==> src/rtl/decode_pkg.sv <==
package decode_pkg;

    typedef logic [31:0] word_t;
    typedef logic [4:0]  reg_addr_t;
    typedef logic [5:0]  opcode_t;
    typedef logic [5:0]  funct_t;
    typedef logic [3:0]  alu_func_t;
    typedef logic [2:0]  branch_type_t;
    typedef logic [1:0]  msize_t;

    // zero passes srca through untouched, no arithmetic
    localparam alu_func_t ALU_PASSA = 4'd0;
    localparam alu_func_t ALU_ADD   = 4'd1;
    localparam alu_func_t ALU_ADDU  = 4'd2;
    localparam alu_func_t ALU_SUB   = 4'd3;
    localparam alu_func_t ALU_SUBU  = 4'd4;
    localparam alu_func_t ALU_SLT   = 4'd5;
    localparam alu_func_t ALU_SLTU  = 4'd6;
    localparam alu_func_t ALU_AND   = 4'd7;
    localparam alu_func_t ALU_OR    = 4'd8;
    localparam alu_func_t ALU_XOR   = 4'd9;
    localparam alu_func_t ALU_NOR   = 4'd10;
    localparam alu_func_t ALU_SLL   = 4'd11;
    localparam alu_func_t ALU_SRL   = 4'd12;
    localparam alu_func_t ALU_SRA   = 4'd13;
    localparam alu_func_t ALU_LUI   = 4'd14;
    localparam alu_func_t ALU_PASSB = 4'd15;

    localparam branch_type_t BR_BEQ  = 3'd1;
    localparam branch_type_t BR_BNE  = 3'd2;
    localparam branch_type_t BR_BGEZ = 3'd3;
    localparam branch_type_t BR_BLTZ = 3'd4;
    localparam branch_type_t BR_BGTZ = 3'd5;
    localparam branch_type_t BR_BLEZ = 3'd6;

    localparam msize_t MSIZE_NONE = 2'd0;
    localparam msize_t MSIZE_BYTE = 2'd1;
    localparam msize_t MSIZE_HALF = 2'd2;
    localparam msize_t MSIZE_WORD = 2'd3;

    // primary opcodes
    localparam opcode_t OP_SPECIAL = 6'b000000;
    localparam opcode_t OP_REGIMM  = 6'b000001;
    localparam opcode_t OP_J       = 6'b000010;
    localparam opcode_t OP_JAL     = 6'b000011;
    localparam opcode_t OP_BEQ     = 6'b000100;
    localparam opcode_t OP_BNE     = 6'b000101;
    localparam opcode_t OP_BLEZ    = 6'b000110;
    localparam opcode_t OP_BGTZ    = 6'b000111;
    localparam opcode_t OP_ADDI    = 6'b001000;
    localparam opcode_t OP_ADDIU   = 6'b001001;
    localparam opcode_t OP_SLTI    = 6'b001010;
    localparam opcode_t OP_SLTIU   = 6'b001011;
    localparam opcode_t OP_ANDI    = 6'b001100;
    localparam opcode_t OP_ORI     = 6'b001101;
    localparam opcode_t OP_XORI    = 6'b001110;
    localparam opcode_t OP_LUI     = 6'b001111;
    localparam opcode_t OP_LB      = 6'b100000;
    localparam opcode_t OP_LH      = 6'b100001;
    localparam opcode_t OP_LW      = 6'b100011;
    localparam opcode_t OP_LBU     = 6'b100100;
    localparam opcode_t OP_LHU     = 6'b100101;
    localparam opcode_t OP_SB      = 6'b101000;
    localparam opcode_t OP_SH      = 6'b101001;
    localparam opcode_t OP_SW      = 6'b101011;

    // regimm rt field
    localparam reg_addr_t RT_BLTZ   = 5'b00000;
    localparam reg_addr_t RT_BGEZ   = 5'b00001;
    localparam reg_addr_t RT_BLTZAL = 5'b10000;
    localparam reg_addr_t RT_BGEZAL = 5'b10001;

    // special function field
    localparam funct_t F_SLL   = 6'b000000;
    localparam funct_t F_SRL   = 6'b000010;
    localparam funct_t F_SRA   = 6'b000011;
    localparam funct_t F_SLLV  = 6'b000100;
    localparam funct_t F_SRLV  = 6'b000110;
    localparam funct_t F_SRAV  = 6'b000111;
    localparam funct_t F_JR    = 6'b001000;
    localparam funct_t F_JALR  = 6'b001001;
    localparam funct_t F_MFHI  = 6'b010000;
    localparam funct_t F_MTHI  = 6'b010001;
    localparam funct_t F_MFLO  = 6'b010010;
    localparam funct_t F_MTLO  = 6'b010011;
    localparam funct_t F_MULT  = 6'b011000;
    localparam funct_t F_MULTU = 6'b011001;
    localparam funct_t F_DIV   = 6'b011010;
    localparam funct_t F_DIVU  = 6'b011011;
    localparam funct_t F_ADD   = 6'b100000;
    localparam funct_t F_ADDU  = 6'b100001;
    localparam funct_t F_SUB   = 6'b100010;
    localparam funct_t F_SUBU  = 6'b100011;
    localparam funct_t F_AND   = 6'b100100;
    localparam funct_t F_OR    = 6'b100101;
    localparam funct_t F_XOR   = 6'b100110;
    localparam funct_t F_NOR   = 6'b100111;
    localparam funct_t F_SLT   = 6'b101010;
    localparam funct_t F_SLTU  = 6'b101011;

    localparam reg_addr_t LINK_REG = 5'd31;

    // field order is fixed, the pattern file depends on it
    typedef struct packed {
        alu_func_t    alufunc;
        logic         alusrc_imm;
        logic         zeroext;
        logic         shamt_valid;
        logic         regwrite;
        logic         memtoreg;
        logic         memwrite;
        msize_t       msize;
        logic         memsext;
        branch_type_t branch_type;
        logic         branch;
        logic         jump;
        logic         jr;
        logic         is_link;
        logic         hiwrite;
        logic         lowrite;
        logic         hitoreg;
        logic         lotoreg;
    } decode_ctl_t;

    typedef struct packed {
        reg_addr_t srca;
        reg_addr_t srcb;
        reg_addr_t dest;
    } reg_sel_t;

    typedef struct packed {
        decode_ctl_t ctl;
        reg_sel_t    regs;
        logic        hit;
    } unit_result_t;

    typedef struct packed {
        logic        valid;
        logic        reserved;
        decode_ctl_t ctl;
        reg_sel_t    regs;
    } decode_out_t;

endpackage

==> src/rtl/decode_merge.sv <==
`timescale 1ns/1ps

module decode_merge (
    input  logic                     clk,
    input  logic                     rst_n,
    input  logic                     instr_valid,
    input  logic                     is_special,
    input  decode_pkg::unit_result_t op_res,
    input  decode_pkg::unit_result_t fn_res,
    output decode_pkg::decode_out_t  decoded
);
    import decode_pkg::*;

    unit_result_t sel;
    decode_out_t  nxt;

    assign sel = is_special ? fn_res : op_res;

    always_comb begin
        nxt = '0;
        if (instr_valid) begin
            nxt.valid = 1'b1;
            if (!sel.hit) begin
                nxt.reserved = 1'b1;
            end else begin
                nxt.ctl  = sel.ctl;
                nxt.regs = sel.regs;
                // writes to r0 are dropped, dest is kept
                if (sel.regs.dest == '0) begin
                    nxt.ctl.regwrite = 1'b0;
                end
            end
        end
    end

    always_ff @(posedge clk) begin
        if (!rst_n) begin
            decoded <= '0;
        end else begin
            decoded <= nxt;
        end
    end

    a_reserved_inert: assert property (@(posedge clk) disable iff (!rst_n)
        decoded.reserved |-> !(decoded.ctl.regwrite || decoded.ctl.memwrite ||
                               decoded.ctl.branch || decoded.ctl.jump));

    a_no_r0_write: assert property (@(posedge clk) disable iff (!rst_n)
        decoded.ctl.regwrite |-> (decoded.regs.dest != '0));

    a_bubble: assert property (@(posedge clk) disable iff (!rst_n)
        !instr_valid |=> !decoded.valid);

endmodule

==> src/rtl/decode_stage.sv <==
`timescale 1ns/1ps

module decode_stage (
    input  logic                    clk,
    input  logic                    rst_n,
    input  decode_pkg::word_t       instr,
    input  logic                    instr_valid,
    output decode_pkg::decode_out_t decoded
);
    import decode_pkg::*;

    unit_result_t op_res;
    unit_result_t fn_res;
    logic         is_special;

    // both decoders look at the same word in parallel
    opcode_decoder u_opcode_decoder (
        .instr      (instr),
        .op_res     (op_res),
        .is_special (is_special)
    );

    funct_decoder u_funct_decoder (
        .instr  (instr),
        .fn_res (fn_res)
    );

    decode_merge u_decode_merge (
        .clk         (clk),
        .rst_n       (rst_n),
        .instr_valid (instr_valid),
        .is_special  (is_special),
        .op_res      (op_res),
        .fn_res      (fn_res),
        .decoded     (decoded)
    );

endmodule

==> src/rtl/funct_decoder.sv <==
`timescale 1ns/1ps

module funct_decoder (
    input  decode_pkg::word_t        instr,
    output decode_pkg::unit_result_t fn_res
);
    import decode_pkg::*;

    reg_addr_t rs;
    reg_addr_t rt;
    reg_addr_t rd;
    funct_t    funct;

    assign rs    = instr[25:21];
    assign rt    = instr[20:16];
    assign rd    = instr[15:11];
    assign funct = instr[5:0];

    function automatic alu_func_t rtype_alu(input funct_t f);
        case (f)
            F_ADD:                return ALU_ADD;
            F_ADDU:               return ALU_ADDU;
            F_SUB:                return ALU_SUB;
            F_SUBU:               return ALU_SUBU;
            F_SLT:                return ALU_SLT;
            F_SLTU:               return ALU_SLTU;
            F_AND:                return ALU_AND;
            F_OR:                 return ALU_OR;
            F_XOR:                return ALU_XOR;
            F_NOR:                return ALU_NOR;
            F_SLL, F_SLLV:        return ALU_SLL;
            F_SRL, F_SRLV:        return ALU_SRL;
            F_SRA, F_SRAV:        return ALU_SRA;
            default:              return ALU_PASSA;
        endcase
    endfunction

    always_comb begin
        fn_res = '0;
        fn_res.hit = 1'b1;
        case (funct)
            F_ADD, F_ADDU, F_SUB, F_SUBU, F_SLT, F_SLTU,
            F_AND, F_OR, F_XOR, F_NOR, F_SLLV, F_SRLV, F_SRAV: begin
                fn_res.ctl.alufunc  = rtype_alu(funct);
                fn_res.ctl.regwrite = 1'b1;
                fn_res.regs         = '{srca: rs, srcb: rt, dest: rd};
            end
            F_SLL, F_SRL, F_SRA: begin
                // shift amount comes from the shamt field
                fn_res.ctl.alufunc     = rtype_alu(funct);
                fn_res.ctl.regwrite    = 1'b1;
                fn_res.ctl.shamt_valid = 1'b1;
                fn_res.regs            = '{srca: '0, srcb: rt, dest: rd};
            end
            F_JR, F_JALR: begin
                fn_res.ctl.jump     = 1'b1;
                fn_res.ctl.jr       = 1'b1;
                fn_res.ctl.regwrite = (funct == F_JALR);
                fn_res.ctl.is_link  = (funct == F_JALR);
                fn_res.regs.srca    = rs;
                fn_res.regs.dest    = (funct == F_JALR) ? rd : reg_addr_t'(0);
            end
            F_MULT, F_MULTU, F_DIV, F_DIVU: begin
                fn_res.ctl.hiwrite = 1'b1;
                fn_res.ctl.lowrite = 1'b1;
                fn_res.regs.srca   = rs;
                fn_res.regs.srcb   = rt;
            end
            F_MFHI, F_MFLO: begin
                fn_res.ctl.alufunc  = (funct == F_MFHI) ? ALU_PASSA : ALU_PASSB;
                fn_res.ctl.regwrite = 1'b1;
                fn_res.ctl.hitoreg  = (funct == F_MFHI);
                fn_res.ctl.lotoreg  = (funct == F_MFLO);
                fn_res.regs.dest    = rd;
            end
            F_MTHI, F_MTLO: begin
                fn_res.ctl.alufunc = ALU_PASSA;
                fn_res.ctl.hiwrite = (funct == F_MTHI);
                fn_res.ctl.lowrite = (funct == F_MTLO);
                fn_res.regs.srca   = rs;
            end
            default: fn_res.hit = 1'b0;
        endcase
    end

endmodule

==> src/rtl/opcode_decoder.sv <==
`timescale 1ns/1ps

module opcode_decoder (
    input  decode_pkg::word_t        instr,
    output decode_pkg::unit_result_t op_res,
    output logic                     is_special
);
    import decode_pkg::*;

    opcode_t   opcode;
    reg_addr_t rs;
    reg_addr_t rt;

    assign opcode = instr[31:26];
    assign rs     = instr[25:21];
    assign rt     = instr[20:16];

    assign is_special = (opcode == OP_SPECIAL);

    function automatic alu_func_t imm_alu(input opcode_t op);
        case (op)
            OP_ADDI:  return ALU_ADD;
            OP_ADDIU: return ALU_ADDU;
            OP_SLTI:  return ALU_SLT;
            OP_SLTIU: return ALU_SLTU;
            OP_ANDI:  return ALU_AND;
            OP_ORI:   return ALU_OR;
            OP_XORI:  return ALU_XOR;
            OP_LUI:   return ALU_LUI;
            default:  return ALU_PASSA;
        endcase
    endfunction

    always_comb begin
        op_res = '0;
        op_res.hit = 1'b1;
        case (opcode)
            OP_ADDI, OP_ADDIU, OP_SLTI, OP_SLTIU,
            OP_ANDI, OP_ORI, OP_XORI, OP_LUI: begin
                op_res.ctl.alufunc    = imm_alu(opcode);
                op_res.ctl.alusrc_imm = 1'b1;
                op_res.ctl.regwrite   = 1'b1;
                op_res.ctl.zeroext    = (opcode inside {OP_ANDI, OP_ORI, OP_XORI});
                // lui ignores rs
                op_res.regs.srca = (opcode == OP_LUI) ? reg_addr_t'(0) : rs;
                op_res.regs.dest = rt;
            end
            OP_REGIMM: begin
                op_res.ctl.branch = 1'b1;
                op_res.regs.srca  = rs;
                case (rt)
                    RT_BGEZ:  op_res.ctl.branch_type = BR_BGEZ;
                    RT_BLTZ:  op_res.ctl.branch_type = BR_BLTZ;
                    RT_BGEZAL, RT_BLTZAL: begin
                        op_res.ctl.branch_type = (rt == RT_BGEZAL) ? BR_BGEZ : BR_BLTZ;
                        op_res.ctl.regwrite    = 1'b1;
                        op_res.ctl.is_link     = 1'b1;
                        op_res.regs.dest       = LINK_REG;
                    end
                    default:  op_res.hit = 1'b0;
                endcase
            end
            OP_BEQ, OP_BNE: begin
                op_res.ctl.branch      = 1'b1;
                op_res.ctl.branch_type = (opcode == OP_BEQ) ? BR_BEQ : BR_BNE;
                op_res.regs.srca       = rs;
                op_res.regs.srcb       = rt;
            end
            OP_BGTZ, OP_BLEZ: begin
                op_res.ctl.branch      = 1'b1;
                op_res.ctl.branch_type = (opcode == OP_BGTZ) ? BR_BGTZ : BR_BLEZ;
                op_res.regs.srca       = rs;
            end
            OP_J: begin
                op_res.ctl.jump = 1'b1;
            end
            OP_JAL: begin
                op_res.ctl.jump     = 1'b1;
                op_res.ctl.regwrite = 1'b1;
                op_res.ctl.is_link  = 1'b1;
                op_res.regs.dest    = LINK_REG;
            end
            OP_LB, OP_LBU, OP_LH, OP_LHU, OP_LW: begin
                // address is rs plus offset
                op_res.ctl.alufunc    = ALU_ADDU;
                op_res.ctl.alusrc_imm = 1'b1;
                op_res.ctl.regwrite   = 1'b1;
                op_res.ctl.memtoreg   = 1'b1;
                op_res.ctl.memsext    = (opcode inside {OP_LB, OP_LH});
                op_res.ctl.msize      = (opcode inside {OP_LB, OP_LBU}) ? MSIZE_BYTE :
                                        (opcode inside {OP_LH, OP_LHU}) ? MSIZE_HALF :
                                                                          MSIZE_WORD;
                op_res.regs.srca      = rs;
                op_res.regs.dest      = rt;
            end
            OP_SB, OP_SH, OP_SW: begin
                op_res.ctl.alufunc    = ALU_ADDU;
                op_res.ctl.alusrc_imm = 1'b1;
                op_res.ctl.memwrite   = 1'b1;
                op_res.ctl.msize      = (opcode == OP_SB) ? MSIZE_BYTE :
                                        (opcode == OP_SH) ? MSIZE_HALF : MSIZE_WORD;
                op_res.regs.srca      = rs;
                op_res.regs.srcb      = rt;
            end
            // special lands here too, merge takes funct_decoder then
            default: op_res.hit = 1'b0;
        endcase
    end

endmodule

==> config.mk <==
export PLATFORM = sky130hd
export DESIGN_NAME = decode_stage
export DESIGN_NICKNAME = d
export VERILOG_FILES = /design/src/rtl/decode_pkg.sv /design/src/rtl/decode_merge.sv /design/src/rtl/decode_stage.sv /design/src/rtl/funct_decoder.sv /design/src/rtl/opcode_decoder.sv
export SDC_FILE = /design/constraint.sdc
export NUM_CORES = 1
export LEC_CHECK = 0
export ABC_CLOCK_PERIOD_IN_PS = 3680
export CORE_MARGIN = 2
export CORE_UTILIZATION = 62
export DETAILED_ROUTE_END_ITERATION = 7
export DONT_BUFFER_PORTS = 1
export GPL_ROUTABILITY_DRIVEN = 1
export PLACE_DENSITY = 0.85
export SYNTH_ARGS = -nofsm -noshare
export SYNTH_HDL_FRONTEND = slang
export SYNTH_SLANG_ARGS = --single-unit
==> constraint.sdc <==
create_clock -name clk -period 3.68 [get_ports clk]
set_input_delay 1.104 -clock clk [delete_from_list [all_inputs] [get_ports clk]]
set_output_delay 1.104 -clock clk [all_outputs]
set_load 0.01 [all_outputs]
# Yosys cells after proc, flatten, opt, wreduce, memory -nomap -nowiden

Memories as Yosys holds them, arrays and structs flattened.
Index checks and enable logic that the tools add are counted.
W data, S select, Z words.

Bits in registers: 41
Memory bits (read-only): 576
Bits of input ports: 35
Output and inout bits: 41
Word-level logic and storage cells: 167
Memories kept: 3

Memories:

| memory           | depth | width | rd ports | clocked after Yosys merged registers in | write ports | RTL line             | text |
|---|---|---|---|---|---|---|---|
| (name not given) | 64    | 4     | 1        | 0                                       | 0           | funct_decoder.sv:20  | `case (f)` |
| (name not given) | 64    | 4     | 1        | 0                                       | 0           | funct_decoder.sv:20  |  |
| (name not given) | 16    | 4     | 1        | 0                                       | 0           | opcode_decoder.sv:21 | `case (op)` |

Equality and inequality tests: 51
Multiplexer cells: 44
Bitwise gates (word level): 5
Reduce and logical (&&, ||, !) cells: 41

Operators by type and width:

| cell                 | count |
|---|---|
| $eq A6 B6 Y1 const B | 18 |
| $eq A6 B4 Y1 const B | 10 |
| $eq A6 B5 Y1 const B | 8 |
| $eq A6 B3 Y1 const B | 7 |
| $mux W41             | 1 |
| $mux W40             | 1 |
| $mux W39             | 1 |
| $reduce_or A13 Y1    | 3 |
| $mux W5              | 6 |
| $pmux W5 S2          | 3 |
| $reduce_or A26 Y1    | 1 |
| $eq A6 B2 Y1 const B | 4 |
| $pmux W4 S3          | 2 |
| $reduce_or A22 Y1    | 1 |
| $reduce_or A21 Y1    | 1 |
| $reduce_or A20 Y1    | 1 |
| $reduce_or A5 Y1     | 4 |
| $reduce_or A18 Y1    | 1 |
| $reduce_or A4 Y1     | 4 |
| $reduce_or A8 Y1     | 2 |
| $pmux W5 S3          | 1 |
| $reduce_or A14 Y1    | 1 |
| $reduce_or A2 Y1     | 7 |
| $mux W1              | 13 |
| 20 further kinds     | 40 |

# Depth between registers and ports, before layout

Depth after elaboration: 10
Depth in mapped cells: 10
Mapped depth without buffers: 7

# By module

Synthesis repeated with hierarchy kept, for this count alone.

Cell total of the unflattened synthesis: 331
Area total of the unflattened synthesis: 2810.2 µm²

Modules (own cells, without submodules):

| module         | times used | cells each | area each (µm²) | seq. area each (µm²) |
|---|---|---|---|---|
| decode_merge   | 1          | 137        | 1481.4          | 820.8 |
| funct_decoder  | 1          | 100        | 745.7           | 0.0 |
| opcode_decoder | 1          | 94         | 583.1           | 0.0 |

# Worst setup path before layout

OpenSTA, ideal clock, no wires.

Path kind: input-to-reg
Start: in instr[27]
End: reg u_decode_merge.decoded[6] (netlist name)
Setup time: 134 ps
Arrival: 3138 ps
Required time: 3546 ps
Setup slack: 408 ps
Stages on the path: 10
Buffers on the path: 3
Path through: inv_1 ha_1 buf_6 or4_4 and2_1 buf_6 or4_4 o211ai_4 buf_8 nor3_1

Word-level cells in the longest chain between the ends: 5
Elaborated cells between the ends (all ways): 30

RTL lines:

| element                                    | RTL line             | text |
|---|---|---|
| start: declaration                         | decode_stage.sv:6    | `input decode_pkg::word_t instr,` |
| $eq A6 B2 Y1, or another cell as far along | opcode_decoder.sv:37 | `case (opcode)` |
| $reduce_or A22 Y1 (no line)                | --                   |  |
| $pmux W1 S2                                | opcode_decoder.sv:37 |  |
| $mux W40 (*)                               | decode_merge.sv:17   | `assign sel = is_special ? fn_res : op_res;` |
| $reduce_and A3 Y1 (no line)                | --                   |  |

Every way passes the cells marked *; elsewhere a longest branch is shown, timed or not.
A chain may end at the register's enable or synchronous reset.

# Final worst setup path

Start: in instr[26]
End: reg u_decode_merge.decoded[24] (netlist name)

Word-level cells in the longest chain between the ends: 6
Elaborated cells between the ends (all ways): 34

RTL lines:

| element                                    | RTL line |
|---|---|
| $eq A6 B2 Y1, or another cell as far along | opcode_decoder.sv:37 |
| $reduce_or A22 Y1 (no line)                | -- |
| $pmux W1 S2                                | opcode_decoder.sv:37 |
| $mux W40                                   | decode_merge.sv:17 |
| $not A1 Y1 (no line)                       | -- |
| $reduce_or A4 Y1 (no line)                 | -- |

Several ways; a longest one is shown, not always the timed one.

==> impl_metrics.toml <==
[yosys]
synth_top_family_by_area = "simple AND/OR/NAND/NOR gates"
synthesis.area_mm2 = 0.00219
synth.net_count = 309
yosysWarnings = 0
synth_fa_ha_area_share_pct = 6.30
synth_compound_area_share_pct = 23.5
muxShareOfSynthArea_pct = 1.43
netlist_instances = 263
synth-simple-area-share_pct = 24.3
ys_seq_area_share_pct = 37.6
synthArstFlopShare_pct = 0
synth.avg_cell_area_um2 = 8.31
synth.distinct_cells = 53
synth-seq-cells = 41
synth-xor-area-share_pct = 0
synth_edf_count = 0
synth_ff_type = "dfxtp_1"

[timing]
slew_headroom_pct = 57.0
slew_viol_final = 0
min_period_over_period_pct = 82.4
rsz0062_at_grt = "false"
worstMarginPinSlew_ps = 644
finalWorstSetupSlack_ps = 646
setup_tns_ps = 0
fmax_mhz = 330
setup_viol = 0
fin_crit_ps = 3030
hold_viol = 0

[cts]
cts_made_buffers = 5
tritoncts = "yes"
ctsResizeCount = 0
htreeDepth = 2
cts.sinks = 41
hold_buffers = 0
cts_setup_buffers = 0
clock_tree.buffer_depth = 2
cts-root-buf = "clkbuf_4"
clk_pin_slew_ps = 110

[floorplan]
dieHeight_um = 63.4
core_area_mm2 = 0.00336
start_util_pct = 65.0
rows = 21
io_pins = 76
die_w_um = 63.4
die-area_mm2 = 0.00402

[worst_setup_path]
cp_max_fo = 8
arrival_ps = 3270
crit_path_cell_trace = "inv_1, ha_1, or4_4, and2_1, o311ai_2, a211o_1, a311oi_1"
cpPeakStageDelay_ps = 640
endpoint_kind = "register"
worstPathRequired_ps = 3920
slowest_stage = "o311ai_2"
crit_type = "in -> reg"
critPathLaunchType = "input pin"
crit_family = "compound AO/OA/AOI/OAI gates"
critPathBufInv = 1

[layout]
post_layout_nonfiller_instances = 309
reg_top3 = "u_decode_merge.decoded x41"
syn2layout_area_growth_pct = 5.27
regMostFlops = "u_decode_merge.decoded"
largest_reg_flops = 41
n_antenna_cell = 0
drive_gt1_share_pct = 9.51
fin_nets = 308
stdcell_area_mm2 = 0.00230

[hold_path]
holdCritStartpoint = "instr[28]"
whs_path_depth = 1
worstHoldEndpoint = "u_decode_merge.decoded[29]"
hold_path.class = "in -> reg"

[placed_design]
hpwl_um = 3670
io_buffer_count = 0
postPlaceCellArea_mm2 = 0.00221
gp_congestion = 0.864
dp.cells = 301
pre_cts_slack_ps = 313

[power]
peakVddDrop_mv = 0.223
p_int_uw = 651
total_power_uw = 869
swShare_pct = 25.0
seq_power_share_pct = 51.7
p_per_area_mw_per_mm2 = 378
p_leak_nw = 0.855
p_sw_uw = 218
combPwrFrac_pct = 12.2
clkPwrFrac_pct = 36.1

[global_route]
grt_pass1_vias = 1854
grt_usage_pct = 26.0
grt_pass1_wl_um = 8360
antenna_found_initial = 0
grt_max_degree = 25
globalRouteOverflowTotal = 0

[detailed_routing]
drcViolationCount = 0
vias_per_cell = 6.52
first_pass_iters = 4
wl_per_cell_um = 16.8
ant_nets = 0
vias = 2014
drt-initial-drc-count = 173
drt-total-wl_um = 5200

[status]
status = "finished clean"

[job]
cap_violations = 0
-- per-layer routing --
metal,track usage (%),up-vias,part of all wire (%)
li1,-,949,-
met1,33.5,937,41
met2,40.9,121,48
met3,6.43,7,9.4
met4,12.2,0,1.4
met5,0,-,0
-- layout by cell type (no fill, tap or decap), types with 4 or more instances in the layout --
cell	count
buf_4	7
nor3_1	17
clkbuf_4	5
nand3_1	8
o21ai_0	15
o211ai_1	5
nand2_1	20
ha_1	11
a31oi_1	4
a21oi_1	21
nor2_1	23
inv_1	18
dfxtp_1	41
-- power by group through the flow --
stage | Combinational, mW | Sequential (mW) | Clock, mW
2_1_floorplan | 0.0908 | 0.459 | 0
3_3_place_gp | 0.102 | 0.459 | 0
3_5_place_dp | 0.104 | 0.459 | 0
4_1_cts | 0.104 | 0.449 | 0.322
5_1_grt | 0.117 | 0.450 | 0.336
6_report | 0.106 | 0.449 | 0.314
-- cell families after synthesis --
family	after synthesis
compound gates	75
simple gates	100
fa+ha+maj	11
buf+inv	33
mux	3
flops	41
-- worst max-delay path by stage --
stage	to	cells after the start	startpoint
after CTS	u_decode_merge.decoded[24]	7	instr[26]
after floorplan	u_decode_merge.decoded[6]	10	instr[27]
after global routing	u_decode_merge.decoded[28]	7	instr[26]
after global placement	u_decode_merge.decoded[24]	7	instr[26]
final	u_decode_merge.decoded[24]	7	instr[26]
after detailed placement	u_decode_merge.decoded[24]	7	instr[26]
-- metrics by stage --
stage | hold WS [ps] | util, %
finish | 815 | 68.4
global placement | 1190 | 65.8
floorplan | 1220 | -
CTS | 797 | 68.4
global route | 785 | 68.4
detailed placement | 1190 | 65.8
-- final cells by class --
class | instances | area, um^2
multi-input cells | 189 | 1210
well taps | 46 | 57.6
inverters | 18 | 67.6
flip-flops and latches | 41 | 821
fillers | 294 | 1060
clock inverters | 2 | 37.5
repair buffers | 7 | 52.6
clock buffers | 6 | 51.3
-- synth_stat cells, types with 3 or more instances --
| cell type | instances | area share (%) |
|---|---|---|
| nor4b_1 | 3 | 1.2 |
| o211ai_1 | 5 | 1.7 |
| a211o_1 | 3 | 1.2 |
| clkbuf_1 | 11 | 1.9 |
| a21oi_1 | 21 | 4.8 |
| inv_1 | 18 | 3.1 |
| nor2_1 | 23 | 3.9 |
| dfxtp_1 | 41 | 38 |
| o21ai_0 | 15 | 3.4 |
| nand2_1 | 20 | 3.4 |
| ha_1 | 11 | 6.3 |
| a31oi_1 | 4 | 1.1 |
| nand2b_1 | 3 | 0.86 |
| or4_1 | 3 | 1.0 |
| nor2b_1 | 3 | 0.86 |
| nor3_1 | 17 | 3.9 |
| o22ai_1 | 3 | 0.86 |
| nand3_1 | 8 | 1.8 |
Note: power is estimated with default switching activity, not from simulation.
